### src/hdl/ctrlPkg.sv
`default_nettype none

package ctrlPkg;

	typedef logic [31:0] instrT;
	typedef logic [6:0] opcodeT;
	typedef logic [2:0] funct3T;
	typedef logic [2:0] aluOpT;
	typedef logic [2:0] muxSelT;
	typedef logic [2:0] memTypeT; // Load or store width code

	// ALU operation codes
	localparam aluOpT AluLoad = 3'd0;
	localparam aluOpT AluSum = 3'd1;
	localparam aluOpT AluSub = 3'd2;
	localparam aluOpT AluAnd = 3'd3;
	localparam aluOpT AluCompare = 3'd7; // Signed compare for blt

	// Second ALU operand
	localparam muxSelT SelBRegB = 3'd0;
	localparam muxSelT SelBFour = 3'd1;
	localparam muxSelT SelBImm = 3'd2;
	localparam muxSelT SelBBranchOff = 3'd3;

	// Source of the memory and register write path
	localparam muxSelT SelMemAluOut = 3'd0;
	localparam muxSelT SelMemData = 3'd1;
	localparam muxSelT SelMemImm = 3'd2;
	localparam muxSelT SelMemShift = 3'd3;

	localparam memTypeT MemNone = 3'd0;
	localparam memTypeT LdDouble = 3'd1;
	localparam memTypeT LdWord = 3'd2;
	localparam memTypeT LdHalf = 3'd3;
	localparam memTypeT LdByte = 3'd4;
	localparam memTypeT LdByteU = 3'd5;
	localparam memTypeT LdHalfU = 3'd6;
	localparam memTypeT LdWordU = 3'd7;
	localparam memTypeT StDouble = 3'd1;
	localparam memTypeT StWord = 3'd2;
	localparam memTypeT StHalf = 3'd3;
	localparam memTypeT StByte = 3'd4;

	// Major opcodes
	localparam opcodeT OpcR = 7'b0110011;
	localparam opcodeT OpcImm = 7'b0010011;
	localparam opcodeT OpcLoad = 7'b0000011;
	localparam opcodeT OpcStore = 7'b0100011;
	localparam opcodeT OpcBranch = 7'b1100011; // beq only
	localparam opcodeT OpcBranch2 = 7'b1100111; // bne, bge, blt
	localparam opcodeT OpcLui = 7'b0110111;
	localparam opcodeT OpcJal = 7'b1101111;

	typedef enum logic [1:0] {
		ShiftLeft = 2'd0,
		ShiftRightLogic = 2'd1,
		ShiftRightArith = 2'd2
	} shiftT;

	typedef enum logic [3:0] {
		OpNone, OpRegAlu, OpSlt, OpImmAlu, OpSlti, OpShift,
		OpLoad, OpStore, OpBranch, OpLui, OpJal
	} opClassT;

	typedef enum logic [1:0] {BrEq, BrNe, BrGe, BrLt} branchKindT;

	typedef enum logic [3:0] {
		Idle, Fetch, Decode,
		AluExec, SltExec, WriteBack, ShiftWrite,
		MemAddr, MemRead, LoadWrite, MemWrite,
		BranchCmp, LuiWrite, JalLink, JalJump
	} ctrlStateT;

endpackage

`default_nettype wire

### src/hdl/decodedIf.sv
`timescale 1ns/1ps
`default_nettype none

interface decodedIf;
	import ctrlPkg::*;

	opClassT opClass;
	aluOpT aluOp;
	memTypeT memType;
	shiftT shiftKind;
	branchKindT branchKind;

	modport producer (
		output opClass, aluOp, memType, shiftKind, branchKind
	);

	modport consumer (
		input opClass, aluOp, memType, shiftKind, branchKind
	);

endinterface

`default_nettype wire

### src/hdl/instrDecoder.sv
`timescale 1ns/1ps
`default_nettype none

module instrDecoder (
	input ctrlPkg::instrT instr,
	decodedIf.producer dec
);
	import ctrlPkg::*;

	opcodeT opcode;
	funct3T funct3;
	logic [6:0] funct7;

	assign opcode = instr[6:0];
	assign funct3 = instr[14:12];
	assign funct7 = instr[31:25];

	always_comb begin
		dec.opClass = OpNone;
		dec.aluOp = AluSum;
		dec.memType = MemNone;
		dec.shiftKind = ShiftLeft;
		dec.branchKind = BrEq;

		case (opcode)
			OpcR: begin
				if (funct7 == 7'b0000000) begin
					case (funct3)
						3'b000: dec.opClass = OpRegAlu; // add
						3'b111: begin
							dec.opClass = OpRegAlu;
							dec.aluOp = AluAnd;
						end
						3'b010: begin
							dec.opClass = OpSlt;
							dec.aluOp = AluLoad;
						end
						default: dec.opClass = OpNone;
					endcase
				end else if (funct7 == 7'b0100000) begin // sub
					dec.opClass = OpRegAlu;
					dec.aluOp = AluSub;
				end
			end
			OpcImm: begin
				case (funct3)
					3'b000: dec.opClass = OpImmAlu; // addi
					3'b010: begin
						dec.opClass = OpSlti;
						dec.aluOp = AluLoad;
					end
					3'b001: dec.opClass = OpShift; // slli
					3'b101: begin
						// srli and srai differ only in bit 30
						if (instr[31:26] == 6'b000000) begin
							dec.opClass = OpShift;
							dec.shiftKind = ShiftRightLogic;
						end else if (instr[31:26] == 6'b010000) begin
							dec.opClass = OpShift;
							dec.shiftKind = ShiftRightArith;
						end
					end
					default: dec.opClass = OpNone;
				endcase
			end
			OpcLoad: begin
				dec.opClass = OpLoad;
				case (funct3)
					3'b000: dec.memType = LdByte;
					3'b001: dec.memType = LdHalf;
					3'b010: dec.memType = LdWord;
					3'b011: dec.memType = LdDouble;
					3'b100: dec.memType = LdByteU;
					3'b101: dec.memType = LdHalfU;
					3'b110: dec.memType = LdWordU;
					default: dec.opClass = OpNone;
				endcase
			end
			OpcStore: begin
				dec.opClass = OpStore;
				case (funct3)
					3'b111: dec.memType = StDouble; // sd keeps the legacy encoding
					3'b010: dec.memType = StWord;
					3'b001: dec.memType = StHalf;
					3'b000: dec.memType = StByte;
					default: dec.opClass = OpNone;
				endcase
			end
			OpcBranch: begin
				dec.opClass = OpBranch;
				dec.aluOp = AluSub;
			end
			OpcBranch2: begin
				dec.opClass = OpBranch;
				dec.aluOp = AluSub;
				case (funct3)
					3'b001: dec.branchKind = BrNe;
					3'b101: dec.branchKind = BrGe;
					3'b100: begin
						dec.branchKind = BrLt;
						dec.aluOp = AluCompare;
					end
					default: dec.opClass = OpNone; // Former jalr slot
				endcase
			end
			OpcLui: dec.opClass = OpLui;
			OpcJal: dec.opClass = OpJal;
			default: dec.opClass = OpNone;
		endcase
	end

endmodule

`default_nettype wire

### src/hdl/controlSequencer.sv
`timescale 1ns/1ps
`default_nettype none

module controlSequencer (
	input logic rst, // Clock
	input logic clk, // Async reset, active high
	decodedIf.consumer dec,
	output ctrlPkg::ctrlStateT state
);
	import ctrlPkg::*;

	ctrlStateT nextState;

	always_ff @(posedge rst or posedge clk) begin
		if (clk) begin
			state <= Idle;
		end else begin
			state <= nextState;
		end
	end

	always_comb begin
		nextState = Idle;
		case (state)
			Idle: nextState = Fetch;
			Fetch: nextState = Decode;
			Decode: begin
				// Only branch point of the FSM
				case (dec.opClass)
					OpRegAlu, OpImmAlu: nextState = AluExec;
					OpSlt, OpSlti: nextState = SltExec;
					OpShift: nextState = ShiftWrite;
					OpLoad, OpStore: nextState = MemAddr;
					OpBranch: nextState = BranchCmp;
					OpLui: nextState = LuiWrite;
					OpJal: nextState = JalLink;
					default: nextState = Idle; // Unknown opcode
				endcase
			end
			AluExec: nextState = WriteBack;
			SltExec: nextState = WriteBack;
			WriteBack: nextState = Idle;
			ShiftWrite: nextState = Idle;
			MemAddr: begin
				if (dec.opClass == OpLoad) begin
					nextState = MemRead;
				end else begin
					nextState = MemWrite;
				end
			end
			MemRead: nextState = LoadWrite;
			LoadWrite: nextState = Idle;
			MemWrite: nextState = Idle;
			BranchCmp: nextState = Idle;
			LuiWrite: nextState = Idle;
			JalLink: nextState = JalJump;
			JalJump: nextState = Idle;
			default: nextState = Idle;
		endcase
	end

	// Every instruction starts with a fetch
	idleToFetch: assert property (
		@(posedge rst) disable iff (clk)
		state == Idle |=> state == Fetch
	);

	// Decode lasts exactly one cycle
	decodeOnce: assert property (
		@(posedge rst) disable iff (clk)
		state == Decode |=> state != Decode
	);

endmodule

`default_nettype wire

### src/hdl/controlWordGen.sv
`timescale 1ns/1ps
`default_nettype none

module controlWordGen (
	input ctrlPkg::ctrlStateT state,
	decodedIf.consumer dec,
	input logic aluZero,
	input logic aluLess,
	output logic pcWrite,
	output logic pcWriteCond,
	output logic irWrite,
	output logic regWrite,
	output logic memRead,
	output logic memDataWrite,
	output logic loadRegA,
	output logic loadRegB,
	output logic loadRegAluOut,
	output logic loadRegMemData,
	output logic selMuxPc,
	output ctrlPkg::muxSelT selMuxA,
	output ctrlPkg::muxSelT selMuxB,
	output logic selMuxAlu,
	output ctrlPkg::muxSelT selMuxMem,
	output ctrlPkg::aluOpT aluOperation,
	output ctrlPkg::shiftT shift,
	output ctrlPkg::memTypeT loadType,
	output ctrlPkg::memTypeT storeType
);
	import ctrlPkg::*;

	logic taken;
	logic useImm;
	logic isSlt;
	logic isLoad;

	assign useImm = (dec.opClass == OpImmAlu) || (dec.opClass == OpSlti);
	assign isSlt = (dec.opClass == OpSlt) || (dec.opClass == OpSlti);
	assign isLoad = dec.opClass == OpLoad;

	always_comb begin
		case (dec.branchKind)
			BrEq: taken = aluZero;
			BrNe: taken = !aluZero;
			BrGe: taken = !aluLess;
			default: taken = aluLess; // blt
		endcase
	end

	always_comb begin
		pcWrite = 1'b0;
		pcWriteCond = 1'b0;
		irWrite = 1'b0;
		regWrite = 1'b0;
		memRead = 1'b0;
		memDataWrite = 1'b0;
		loadRegA = 1'b0;
		loadRegB = 1'b0;
		loadRegAluOut = 1'b0;
		loadRegMemData = 1'b0;
		selMuxPc = 1'b0;
		selMuxA = 3'd0; // PC
		selMuxB = SelBRegB;
		selMuxAlu = 1'b0;
		selMuxMem = SelMemAluOut;
		aluOperation = AluLoad;
		shift = ShiftLeft;
		loadType = MemNone;
		storeType = MemNone;

		case (state)
			Fetch: begin
				selMuxB = SelBFour; // PC + 4
				selMuxMem = SelMemData;
				pcWrite = 1'b1;
				memRead = 1'b1;
				irWrite = 1'b1;
				aluOperation = AluSum;
			end
			Decode: begin
				selMuxB = SelBBranchOff; // Branch target precomputed
				memRead = 1'b1;
				loadRegA = 1'b1;
				loadRegB = 1'b1;
				loadRegAluOut = 1'b1;
				aluOperation = AluSum;
			end
			AluExec, SltExec, WriteBack: begin
				// Operand selects held through write back
				selMuxA = 3'd1;
				selMuxB = useImm ? SelBImm : SelBRegB;
				selMuxAlu = isSlt;
				aluOperation = dec.aluOp;
				loadRegAluOut = (state == AluExec);
				regWrite = (state == WriteBack);
			end
			ShiftWrite: begin
				shift = dec.shiftKind;
				selMuxMem = SelMemShift;
				regWrite = 1'b1;
			end
			MemAddr: begin
				selMuxA = 3'd1;
				selMuxB = SelBImm;
				selMuxMem = SelMemData;
				aluOperation = AluSum;
				loadRegAluOut = 1'b1;
				if (isLoad) begin
					loadType = dec.memType;
				end else begin
					storeType = dec.memType;
				end
			end
			MemRead: begin
				loadRegMemData = 1'b1;
				loadType = dec.memType;
			end
			LoadWrite: begin
				selMuxMem = SelMemData;
				regWrite = 1'b1;
				loadType = dec.memType; // Extension still needs the width
			end
			MemWrite: begin
				memDataWrite = 1'b1;
				storeType = dec.memType;
			end
			BranchCmp: begin
				selMuxA = 3'd1;
				selMuxMem = SelMemData;
				aluOperation = dec.aluOp;
				pcWrite = taken;
				pcWriteCond = taken;
				selMuxPc = taken; // Target from ALU-out
			end
			LuiWrite: begin
				selMuxB = SelBImm;
				selMuxMem = SelMemImm;
				regWrite = 1'b1;
			end
			JalLink: begin
				selMuxPc = 1'b1;
				selMuxB = SelBFour;
				pcWrite = 1'b1;
				regWrite = 1'b1;
				loadRegAluOut = 1'b1;
				aluOperation = AluSum;
			end
			JalJump: begin
				selMuxB = SelBBranchOff;
				pcWrite = 1'b1;
				loadRegAluOut = 1'b1;
				aluOperation = AluSum;
			end
			default: begin
			end
		endcase
	end

	// Register file and data memory never written in the same state
	always_comb begin
		assert (!(regWrite && memDataWrite));
		assert (!pcWriteCond || pcWrite);
	end

endmodule

`default_nettype wire

### src/hdl/controlUnit.sv
`timescale 1ns/1ps
`default_nettype none

module controlUnit (
	input logic rst, // Clock
	input logic clk, // Async reset, active high
	input ctrlPkg::instrT instr,
	input logic aluZero,
	input logic aluLess,
	output logic pcWrite,
	output logic pcWriteCond,
	output logic irWrite,
	output logic regWrite,
	output logic memRead,
	output logic memDataWrite,
	output logic loadRegA,
	output logic loadRegB,
	output logic loadRegAluOut,
	output logic loadRegMemData,
	output logic selMuxPc,
	output ctrlPkg::muxSelT selMuxA,
	output ctrlPkg::muxSelT selMuxB,
	output logic selMuxAlu,
	output ctrlPkg::muxSelT selMuxMem,
	output ctrlPkg::aluOpT aluOperation,
	output ctrlPkg::shiftT shift,
	output ctrlPkg::memTypeT loadType,
	output ctrlPkg::memTypeT storeType
);
	import ctrlPkg::*;

	ctrlStateT state;

	decodedIf dec ();

	instrDecoder instrDecoder_i (
		.instr(instr),
		.dec(dec.producer)
	);

	controlSequencer controlSequencer_i (
		.rst(rst),
		.clk(clk),
		.dec(dec.consumer),
		.state(state)
	);

	controlWordGen controlWordGen_i (
		.state(state),
		.dec(dec.consumer),
		.aluZero(aluZero),
		.aluLess(aluLess),
		.pcWrite(pcWrite),
		.pcWriteCond(pcWriteCond),
		.irWrite(irWrite),
		.regWrite(regWrite),
		.memRead(memRead),
		.memDataWrite(memDataWrite),
		.loadRegA(loadRegA),
		.loadRegB(loadRegB),
		.loadRegAluOut(loadRegAluOut),
		.loadRegMemData(loadRegMemData),
		.selMuxPc(selMuxPc),
		.selMuxA(selMuxA),
		.selMuxB(selMuxB),
		.selMuxAlu(selMuxAlu),
		.selMuxMem(selMuxMem),
		.aluOperation(aluOperation),
		.shift(shift),
		.loadType(loadType),
		.storeType(storeType)
	);

endmodule

`default_nettype wire

### config.mk
export PLATFORM = sky130hd
export DESIGN_NAME = controlUnit
export DESIGN_NICKNAME = d
export VERILOG_FILES = /design/src/hdl/ctrlPkg.sv /design/src/hdl/decodedIf.sv /design/src/hdl/instrDecoder.sv /design/src/hdl/controlSequencer.sv /design/src/hdl/controlWordGen.sv /design/src/hdl/controlUnit.sv
export SDC_FILE = /design/constraint.sdc
export NUM_CORES = 1
export LEC_CHECK = 0
export BUFFER_PORTS_ARGS = -buffer_cell sky130_fd_sc_hd__buf_4
export CAP_MARGIN = 20
export CORE_ASPECT_RATIO = 0.6
export CORE_MARGIN = 4
export CORE_UTILIZATION = 40
export CTS_BUF_LIST = sky130_fd_sc_hd__clkbuf_4 sky130_fd_sc_hd__clkbuf_8 sky130_fd_sc_hd__clkbuf_16
export CTS_CLUSTER_DIAMETER = 80
export DETAILED_ROUTE_END_ITERATION = 10
export PLACE_DENSITY_LB_ADDON = 0.25
export SLEW_MARGIN = 20
export SYNTH_ARGS = -nofsm -noshare
export SYNTH_HDL_FRONTEND = slang
export SYNTH_SLANG_ARGS = --single-unit
export TNS_END_PERCENT = 1
### constraint.sdc
create_clock -name rst -period 5.3 [get_ports rst]
set_input_delay 0.265 -clock rst [delete_from_list [all_inputs] [get_ports rst]]
set_output_delay 0.265 -clock rst [all_outputs]
set_load 0.02 [all_outputs]
==> results of run 1 <==
final timing paths:
check / start / endpoint / slack [ns]
max reg2reg: controlSequencer_i.state[1]$_DFF_PP0_ / controlSequencer_i.state[0]$_DFF_PP0_ / 3.26
min: clk / controlSequencer_i.state[3]$_DFF_PP0_ / 0.48
min in group rst: controlSequencer_i.state[0]$_DFF_PP0_ / controlSequencer_i.state[3]$_DFF_PP0_ / 0.79
min reg2reg: controlSequencer_i.state[0]$_DFF_PP0_ / controlSequencer_i.state[3]$_DFF_PP0_ / 0.79
max: instr[12] / selMuxB[1] / 2.23
max in group asynchronous: clk / controlSequencer_i.state[1]$_DFF_PP0_ / 4.66
report_power, final:
group	total [mW]	switching [mW]	internal, mW
clock	0.0671	0.0185	0.0486
sequential	0.0798	0.0380	0.0418
combinational	0.374	0.220	0.154
logic make-up after synthesis:
| kind of cell | after synthesis | synth area share |
|---|---|---|
| DFF | 4 | 0.0777 |
| other | 1 | 0.00291 |
| buffers and inverters | 26 | 0.0943 |
| AOI/OAI and AO/OA | 54 | 0.281 |
| and+or+nand+nor | 115 | 0.458 |
| muxes | 1 | 0.00875 |
| adders and majority gates | 8 | 0.0777 |
worst max-delay path, cell delays in order:
cell	delay, ns
buf_4	0.11
inv_1	0.07
ha_1	0.30
nor3_1	0.34
a21oi_1	0.16
a22oi_1	0.22
and4_2	0.30
inv_1	0.08
ha_1	0.19
inv_1	0.10
nor4_1	0.06
a21o_1	0.18
a211o_1	0.28
buf_4	0.16
through the flow:
stage	instance area [um2]	power [mW]	hold slack (ns)
6_report	1680	0.521	0.481
5_1_grt	1680	0.566	0.502
2_1_floorplan	1300	0.312	0.0311
3_3_place_gp	1630	0.446	0.159
4_1_cts	1680	0.520	0.478
3_5_place_dp	1630	0.449	0.160
timing repair:
item	CTS	global route
setup buffers	0	0
gates resized for setup	0	0
hold endpoints to repair	4	0
hold buffers	1	0
cell usage in the layout (no fill, tap or decap), types with 2 or more instances in the layout:
cell type,count
ha_1,8
nand4b_1,2
a21o_1,3
buf_4,48
conb_1,4
nand3_1,3
nor2b_1,4
a31oi_1,4
o21ai_1,2
o21a_1,4
o21ai_0,14
nor3_1,12
o22ai_1,2
nor4_1,2
nand2b_1,11
or3_1,3
dfrtp_1,4
a21oi_1,10
nor2_1,34
and2_1,2
nand4_1,3
nand2_1,27
or2_2,2
a21boi_0,3
clkbuf_8,3
inv_1,11
nand3b_1,3
final cells by class:
class | count | share of cell area
Clock buffer | 3 | 0.0245
Inverter | 11 | 0.0245
Multi-Input combinational cell | 182 | 0.640
Sequential cell | 4 | 0.0595
Tap cell | 42 | 0.0312
Timing Repair Buffer | 49 | 0.220
layer usage:
metal | global-route usage | vias up
li1 | - | 808
met1 | 0.303 | 719
met2 | 0.266 | 65
met3 | 0.0294 | 2
met4 | 0.0421 | 0
met5 | 0 | -
==> results.json, run 1 <==
{
  "first_global_vias": 1320,
  "placementRows": 15,
  "min_path_type": "in2async",
  "number_of_remaining_drc_errors": 0,
  "criticalPathCategory": "in2out",
  "post-synth-top-area-fraction": 0.0991,
  "asr_flop_ratio_synth": 1.00,
  "buffer_ports.inserted": 48,
  "dp_hpwl_um": 3160,
  "biggestRegsByFlops": "controlSequencer_i.state (4)",
  "max_cap_viol_count": 0,
  "largest_net_degree_at_the_start_of_global_routing": 19,
  "fmax_mhz": 326,
  "die_area_mm2": 0.00422,
  "synth.cell_area_mm2": 0.00129,
  "vias_per_cell": 5.48,
  "ys_warn_count": 0,
  "multiInputGateArea_mm2": 0.00108,
  "rsz0062_at_grt": "false",
  "post_route_cells_drive_above_1_share": 0.245,
  "grt.overflow.total": 0,
  "top_layer": "met4",
  "final_hold_viol_count": 0,
  "critPathCaptureType": "output port",
  "post-route-util": 0.568,
  "core_mm2": 0.00297,
  "routed_len_inst_um": 13.8,
  "synth_common_cells": "nor2_1 (34), nand2_1 (27), o21ai_0 (14), nor3_1 (12)",
  "yosys-top-cells-area": "nor2_1 (9.9%), nand2_1 (7.9%), dfrtp_1 (7.8%)",
  "detailedPlace.worstSlack_ns": 2.28,
  "antenna_cells_inserted": 0,
  "synth_edf_count": 0,
  "wirelength_met1_um": 2040,
  "post-synth-top-count-cell": "nor2_1",
  "final_critical_path_setup_slack_ns": 2.23,
  "drtPass1Iterations": 5,
  "buffers_from_clock_root_to_sink_at_most": 2,
  "postSynthAreaPerCell_um2": 6.16,
  "max_reg_flops": 4,
  "setup_tns_final_ns": 0,
  "worst_setup_path_start_kind": "input port",
  "starting_utilization_of_the_core_area": 0.434,
  "slew_headroom": 0.582,
  "static_leak_nw": 0.773,
  "cts_tree": "done",
  "synth_cell_types": 48,
  "wl_met3_um": 339,
  "timing_worst_slew_pin_value_ns": 0.622,
  "power.ir.vdd_worst_mv": 0.207,
  "finalWorstPathRequiredPeriod_ns": 3.07,
  "critical_path.max_fanout": 7,
  "grt_pass1_wl_um": 6350,
  "num-nets-final": 295,
  "boundaryPins": 68,
  "gp_routability_congestion": 0.954,
  "fin_worst_skew_ns": 0.00736,
  "die_width_um": 81.2,
  "seq_area_frac_synth": 0.0777,
  "routed_wirelength_um": 4010,
  "setup_viol": 0,
  "fillers": 318,
  "seqCellArea_um2": 100,
  "cts.root.buffer_cell": "clkbuf_8",
  "worst-endpoint-arrival_ns": 2.81,
  "cts-htree-levels": 1,
  "final_min_period_over_clock_period": 0.579,
  "vias": 1594,
  "clkLatencyLatePin_ns": 0.23,
  "powerDensity_mw_per_mm2": 309,
  "ant_nets": 0,
  "synthToLayoutAreaGrowth_pct": 30.7,
  "drtIter0Drc": 167,
  "wl_met2_um": 1620,
  "yosys_most_used_dff": "dfrtp_1",
  "worst_r2r_path_depth": 4,
  "slew_violations": 0,
  "grt_antenna_before_repair": 0,
  "numClockSinks": 4,
  "clkTransAtPathRegs_ns": 0.04,
  "clock_buffer_count_from_cts": 3,
  "dp_cells": 287,
  "regMostFlops": "controlSequencer_i.state",
  "grtUsageTotal": 0.192,
  "die_h_um": 51.9,
  "flip_flop_and_latch_count_after_synthesis": 4,
  "synth_top_cell_by_area": "nor2_1",
  "critical_path_required_ns": 5.04,
  "final-instance-count-excl-fill": 291,
  "synthesis.instances": 209,
  "outcome": "finished clean"
}
(Power assumes the default switching activity.)
==> run 2: changes to the inputs <==
clock period = 2.6 ns   (was 5.3 ns; I/O delays follow)
==> results.json, run 2 (synthesis results as in run 1) <==
{
  "outcome": "finished clean",
  "antenna_cells_inserted": 0,
  "fillers": 290,
  "sequentialPowerShare": 0.154,
  "hold_ws_ns": 0.366,
  "first_global_vias": 1378,
  "final_hold_viol_count": 0,
  "final_common_cell": "buf_4",
  "post-layout-total-power_mw": 1.07,
  "slew_headroom": 0.576,
  "worst_setup_path_start_kind": "input port",
  "routed_wirelength_um": 4130,
  "setup_tns_final_ns": 0,
  "dp_hpwl_um": 3350,
  "die_area_mm2": 0.00422,
  "min_path_type": "in2async",
  "largest_net_degree_at_the_start_of_global_routing": 19,
  "timing_worst_slew_pin_value_ns": 0.632,
  "fmax_mhz": 395,
  "crit_chain": "buf_4 -> or3_1 -> or4_1 -> o21a_1 -> o211ai_2 -> ha_1 -> inv_1 -> nor4_2 -> a21o_1 -> a211o_1 -> buf_4",
  "final_critical_path_setup_slack_ns": 0.0707,
  "placementRows": 15,
  "total_non_filler_cell_area_in_the_finished_layout_mm2": 0.00184,
  "cts-htree-levels": 1,
  "power.ir.vdd_worst_mv": 0.379,
  "number_of_remaining_drc_errors": 0,
  "vias_per_cell": 5.49,
  "worst-endpoint-arrival_ns": 2.40,
  "critical_path_required_ns": 2.47,
  "cts.root.buffer_cell": "clkbuf_8",
  "drtPass1Iterations": 5,
  "rsz0062_at_grt": "false",
  "drtIter0Drc": 108,
  "grtUsageTotal": 0.193,
  "buffers_from_clock_root_to_sink_at_most": 2,
  "starting_utilization_of_the_core_area": 0.434,
  "criticalPathCategory": "in2out",
  "buffer_ports.inserted": 48,
  "fin_worst_skew_ns": 0.00262,
  "die_width_um": 81.2,
  "cts_tree": "done",
  "finalWorstPathRequiredPeriod_ns": 2.53,
  "numClockSinks": 4,
  "grt_antenna_before_repair": 0,
  "slew_violations": 0,
  "grt.overflow.total": 0,
  "dpl_cell_area_mm2": 0.00174,
  "powerDensity_mw_per_mm2": 581,
  "core_mm2": 0.00297,
  "dp_cells": 302,
  "biggestRegsByFlops": "controlSequencer_i.state (4)",
  "critical_path.max_stage_delay_ns": 0.56,
  "worst_path_most_repeated_cell": "buf_4",
  "post-route-util": 0.619,
  "post_route_cells_drive_above_1_share": 0.322,
  "cts_setup_buffers": 0,
  "final-instance-count-excl-fill": 306,
  "clkLatencyLatePin_ns": 0.21,
  "vias": 1679,
  "critPathCaptureType": "output port",
  "clock_buffer_count_from_cts": 3,
  "timing.critical_path.slowest_stage_cell": "or4_1",
  "cell_internal_power_mw": 0.508,
  "grt_pass1_wl_um": 6460,
  "regMostFlops": "controlSequencer_i.state",
  "synthToLayoutAreaGrowth_pct": 42.7,
  "final_min_period_over_clock_period": 0.973,
  "ant_nets": 0,
  "detailedPlace.worstSlack_ns": 0.0506,
  "setup_viol": 0,
  "boundaryPins": 68,
  "switching_share": 0.524,
  "clkTransAtPathRegs_ns": 0.03,
  "layout_common_cells": "buf_4 (63), nor2_1 (34), nand2_1 (27), o21ai_0 (14), nand2b_1 (11)",
  "timing.reg2reg.setup_slack_ns": 0.62,
  "num-nets-final": 310,
  "relative_contribution_of_combinational_cells_to_total_power": 0.725,
  "critical_path.max_fanout": 3,
  "die_h_um": 51.9,
  "net-switching-power_mw": 0.559,
  "clock_network_fraction_of_total_power": 0.122,
  "max_reg_flops": 4,
  "max_cap_viol_count": 0,
  "routed_len_inst_um": 13.5,
  "gp_routability_congestion": 0.913,
  "static_leak_nw": 0.851
}
## run 2: final timing paths
path / cells after the start / to / startpoint
worst max-delay path: 11 / selMuxB[1] / instr[2]
worst min-delay path: 3 / controlSequencer_i.state[0]$_DFF_PP0_ / clk
worst max register to register: 4 / controlSequencer_i.state[1]$_DFF_PP0_ / controlSequencer_i.state[1]$_DFF_PP0_
worst min register to register: 2 / controlSequencer_i.state[2]$_DFF_PP0_ / controlSequencer_i.state[0]$_DFF_PP0_
max in group asynchronous: 3 / controlSequencer_i.state[3]$_DFF_PP0_ / clk
min in group rst: 3 / shift[0] / instr[30]
## run 2: per-layer routing
| metal | global-route usage | wire [um] |
|---|---|---|
| met1 | 0.315 | 2050 |
| met5 | 0 | 0 |
| met4 | 0.0393 | 37 |
| met2 | 0.263 | 1670 |
| met3 | 0.0173 | 370 |
## run 2: area by class of cell
type / count / area [um2] / share of cell area
multi-input combinational: 182 / 1120 / 0.609
inverter: 11 / 41.3 / 0.0225
timing repair buffer: 64 / 483 / 0.263
clock buffer: 3 / 41.3 / 0.0225
tap: 42 / 52.6 / 0.0286
sequential: 4 / 100 / 0.0545
## run 2: worst max-delay path: cells and delay by family
kind	cells	cell delay, ns
buffers and inverters	3	0.30
and+or+nand+nor	3	1.22
AOI/OAI and AO/OA	4	0.56
adders and majority gates	1	0.20
## run 2: what timing repair did
action	4_1_cts	5_1_grt
hold endpoints to repair	4	0
gates resized for setup	0	11
setup endpoints to repair	0	5
hold buffers	1	0
## run 2: power by group through the flow
stage                     clock (mW)  sequential (mW)  combinational, mW
after floorplan                    0            0.107              0.530
after global placement             0            0.161              0.758
after detailed placement           0            0.162              0.765
after CTS                      0.132            0.161              0.768
after global routing           0.136            0.176              0.842
final                          0.130            0.164              0.774
==> run 3: changes to the inputs <==
CELL_PAD_IN_SITES_DETAIL_PLACEMENT = 1   (was default)
CELL_PAD_IN_SITES_GLOBAL_PLACEMENT = 2   (was default)
CORE_UTILIZATION = 20   (was 40)
TNS_END_PERCENT = 5   (was 1)
clock period = 2.09 ns   (was 2.6 ns; I/O delays follow)
==> results.json, run 3 (synthesis results as in run 1) <==
{
  "max_reg_flops": 4,
  "worst_setup_path_startpoint": "instr[31]",
  "drtPass1Iterations": 4,
  "vias_per_cell": 4.67,
  "final_hold_viol_count": 0,
  "biggestRegsByFlops": "controlSequencer_i.state (4)",
  "clkLatencyLatePin_ns": 0.22,
  "boundaryPins": 68,
  "post_route_cells_drive_above_1_share": 0.520,
  "rr_startpoint": "controlSequencer_i.state[1]$_DFF_PP0_",
  "fin_worst_skew_ns": 0.00519,
  "static_leak_nw": 1.14,
  "cts.root.buffer_cell": "clkbuf_8",
  "starting_utilization_of_the_core_area": 0.209,
  "routed_wirelength_um": 6390,
  "rsz0062_at_grt": "true",
  "outcome": "finished, violations left",
  "worst_setup_path_start_kind": "input port",
  "fmax_mhz": 423,
  "core_mm2": 0.00617,
  "dp_hpwl_um": 5000,
  "buffer_ports.inserted": 48,
  "slew_violations": 0,
  "criticalPathCategory": "in2out",
  "post-layout-total-power_mw": 1.55,
  "clkTransAtPathRegs_ns": 0.03,
  "vias": 1880,
  "clock_buffer_count_from_cts": 3,
  "critical_path.max_fanout": 3,
  "synthToLayoutAreaGrowth_pct": 95.2,
  "layout_common_cells": "buf_4 (111), nor2_1 (28), nand2_1 (27), o21ai_0 (14)",
  "worst_r2r_path_depth": 4,
  "critical_path_required_ns": 1.99,
  "max_cap_viol_count": 0,
  "die_h_um": 70.2,
  "ant_nets": 0,
  "regMostFlops": "controlSequencer_i.state",
  "routed_len_inst_um": 15.9,
  "finalWorstPathRequiredPeriod_ns": 2.36,
  "setup_viol": 10,
  "fillers": 788,
  "min_path_type": "in2async",
  "drtIter0Drc": 141,
  "numClockSinks": 4,
  "number_of_remaining_drc_errors": 0,
  "grtUsageTotal": 0.157,
  "power.ir.vdd_worst_mv": 0.287,
  "detailedPlace.worstSlack_ns": -0.353,
  "antenna_cells_inserted": 0,
  "num-nets-final": 365,
  "die_area_mm2": 0.00783,
  "die_width_um": 112,
  "violations_in_the_final_reports": "negative setup slack",
  "cts_tree": "done",
  "final_critical_path_setup_slack_ns": -0.273,
  "grt_pass1_wl_um": 10100,
  "cts-htree-levels": 1,
  "buffers_from_clock_root_to_sink_at_most": 2,
  "critPathCaptureType": "output port",
  "placementRows": 22,
  "powerDensity_mw_per_mm2": 618,
  "worst-endpoint-arrival_ns": 2.26,
  "first_global_vias": 1919,
  "grt_antenna_before_repair": 0,
  "final_min_period_over_clock_period": 1.13,
  "grt.overflow.total": 0,
  "gp_routability_congestion": 0.857,
  "final_common_cell": "buf_4",
  "largest_net_degree_at_the_start_of_global_routing": 16
}
==> run 3: cell count changes in the layout (fill, tap and decap cells not counted), moves of 3 or more <==
cell and delta:
nor2_2 +5, inv_1 -3, ha_4 +5, buf_6 +6, ha_1 -5, buf_4 +48, nor2_1 -6
==> run 3: final timing paths <==
path	endpoint	slack, ns
max in group asynchronous	controlSequencer_i.state[2]$_DFF_PP0_	1.58
worst max-delay path	selMuxB[1]	-0.27
worst min register to register	controlSequencer_i.state[3]$_DFF_PP0_	0.65
worst min-delay path	controlSequencer_i.state[3]$_DFF_PP0_	0.34
min in group rst	shift[0]	0.52
worst max register to register	controlSequencer_i.state[1]$_DFF_PP0_	0.59
==> run 3: final cells by class <==
cell class              count  area, um2  share of cell area
clock buffers               3       41.3              0.0164
inverters                  11       50.0              0.0199
multi-input cells         182       1290               0.513
flip-flops and latches      4        101              0.0403
well taps                  84        105              0.0418
repair buffers            119        926               0.368
==> run 3: metrics by stage <==
step	std cells	TNS, ns	instance area, um2	hold slack, ns	utilization
after CTS	398	-1.17	2390	0.322	0.388
after floorplan	212	-0.0767	1330	-0.129	-
final	403	-1.98	2510	0.340	0.408
after detailed placement	386	-3.63	2140	-0.000701	0.347
after global routing	403	-2.74	2510	0.367	0.408
after global placement	386	-3.15	2140	-0.00168	0.347
==> run 3: timing repair <==
item                                    in CTS  in global routing
hold endpoints to repair                     4                  0
pin swaps                                   12                 12
endpoints found under the setup margin      12                 14
hold buffers                                 1                  0
setup buffers                                8                  5
resized for setup                           33                 17
==> run 3: power by group <==
| part | internal, mW | switching, mW | total (mW) |
|---|---|---|---|
| sequential | 0.108 | 0.0508 | 0.159 |
| clock | 0.123 | 0.0393 | 0.162 |
| combinational | 0.530 | 0.702 | 1.23 |
==> run 3: worst max-delay path, stage by stage <==
cell      delay (ns)
buf_4           0.11
or4_4           0.56
nor3_4          0.20
buf_4           0.17
nand4_1         0.14
o211ai_2        0.14
inv_2           0.11
ha_4            0.17
a21o_1          0.16
a211o_1         0.28
buf_6           0.14
==> run 3: per-layer routing <==
| layer | routed length [um] | up-vias | GRT usage | share of wire |
|---|---|---|---|---|
| met3 | 268 | 4 | 0.0182 | 0.042 |
| met5 | 0 | - | 0 | 0 |
| li1 | - | 956 | - | - |
| met2 | 2560 | 47 | 0.231 | 0.40 |
| met1 | 3520 | 873 | 0.247 | 0.55 |
| met4 | 40 | 0 | 0.0202 | 0.0063 |
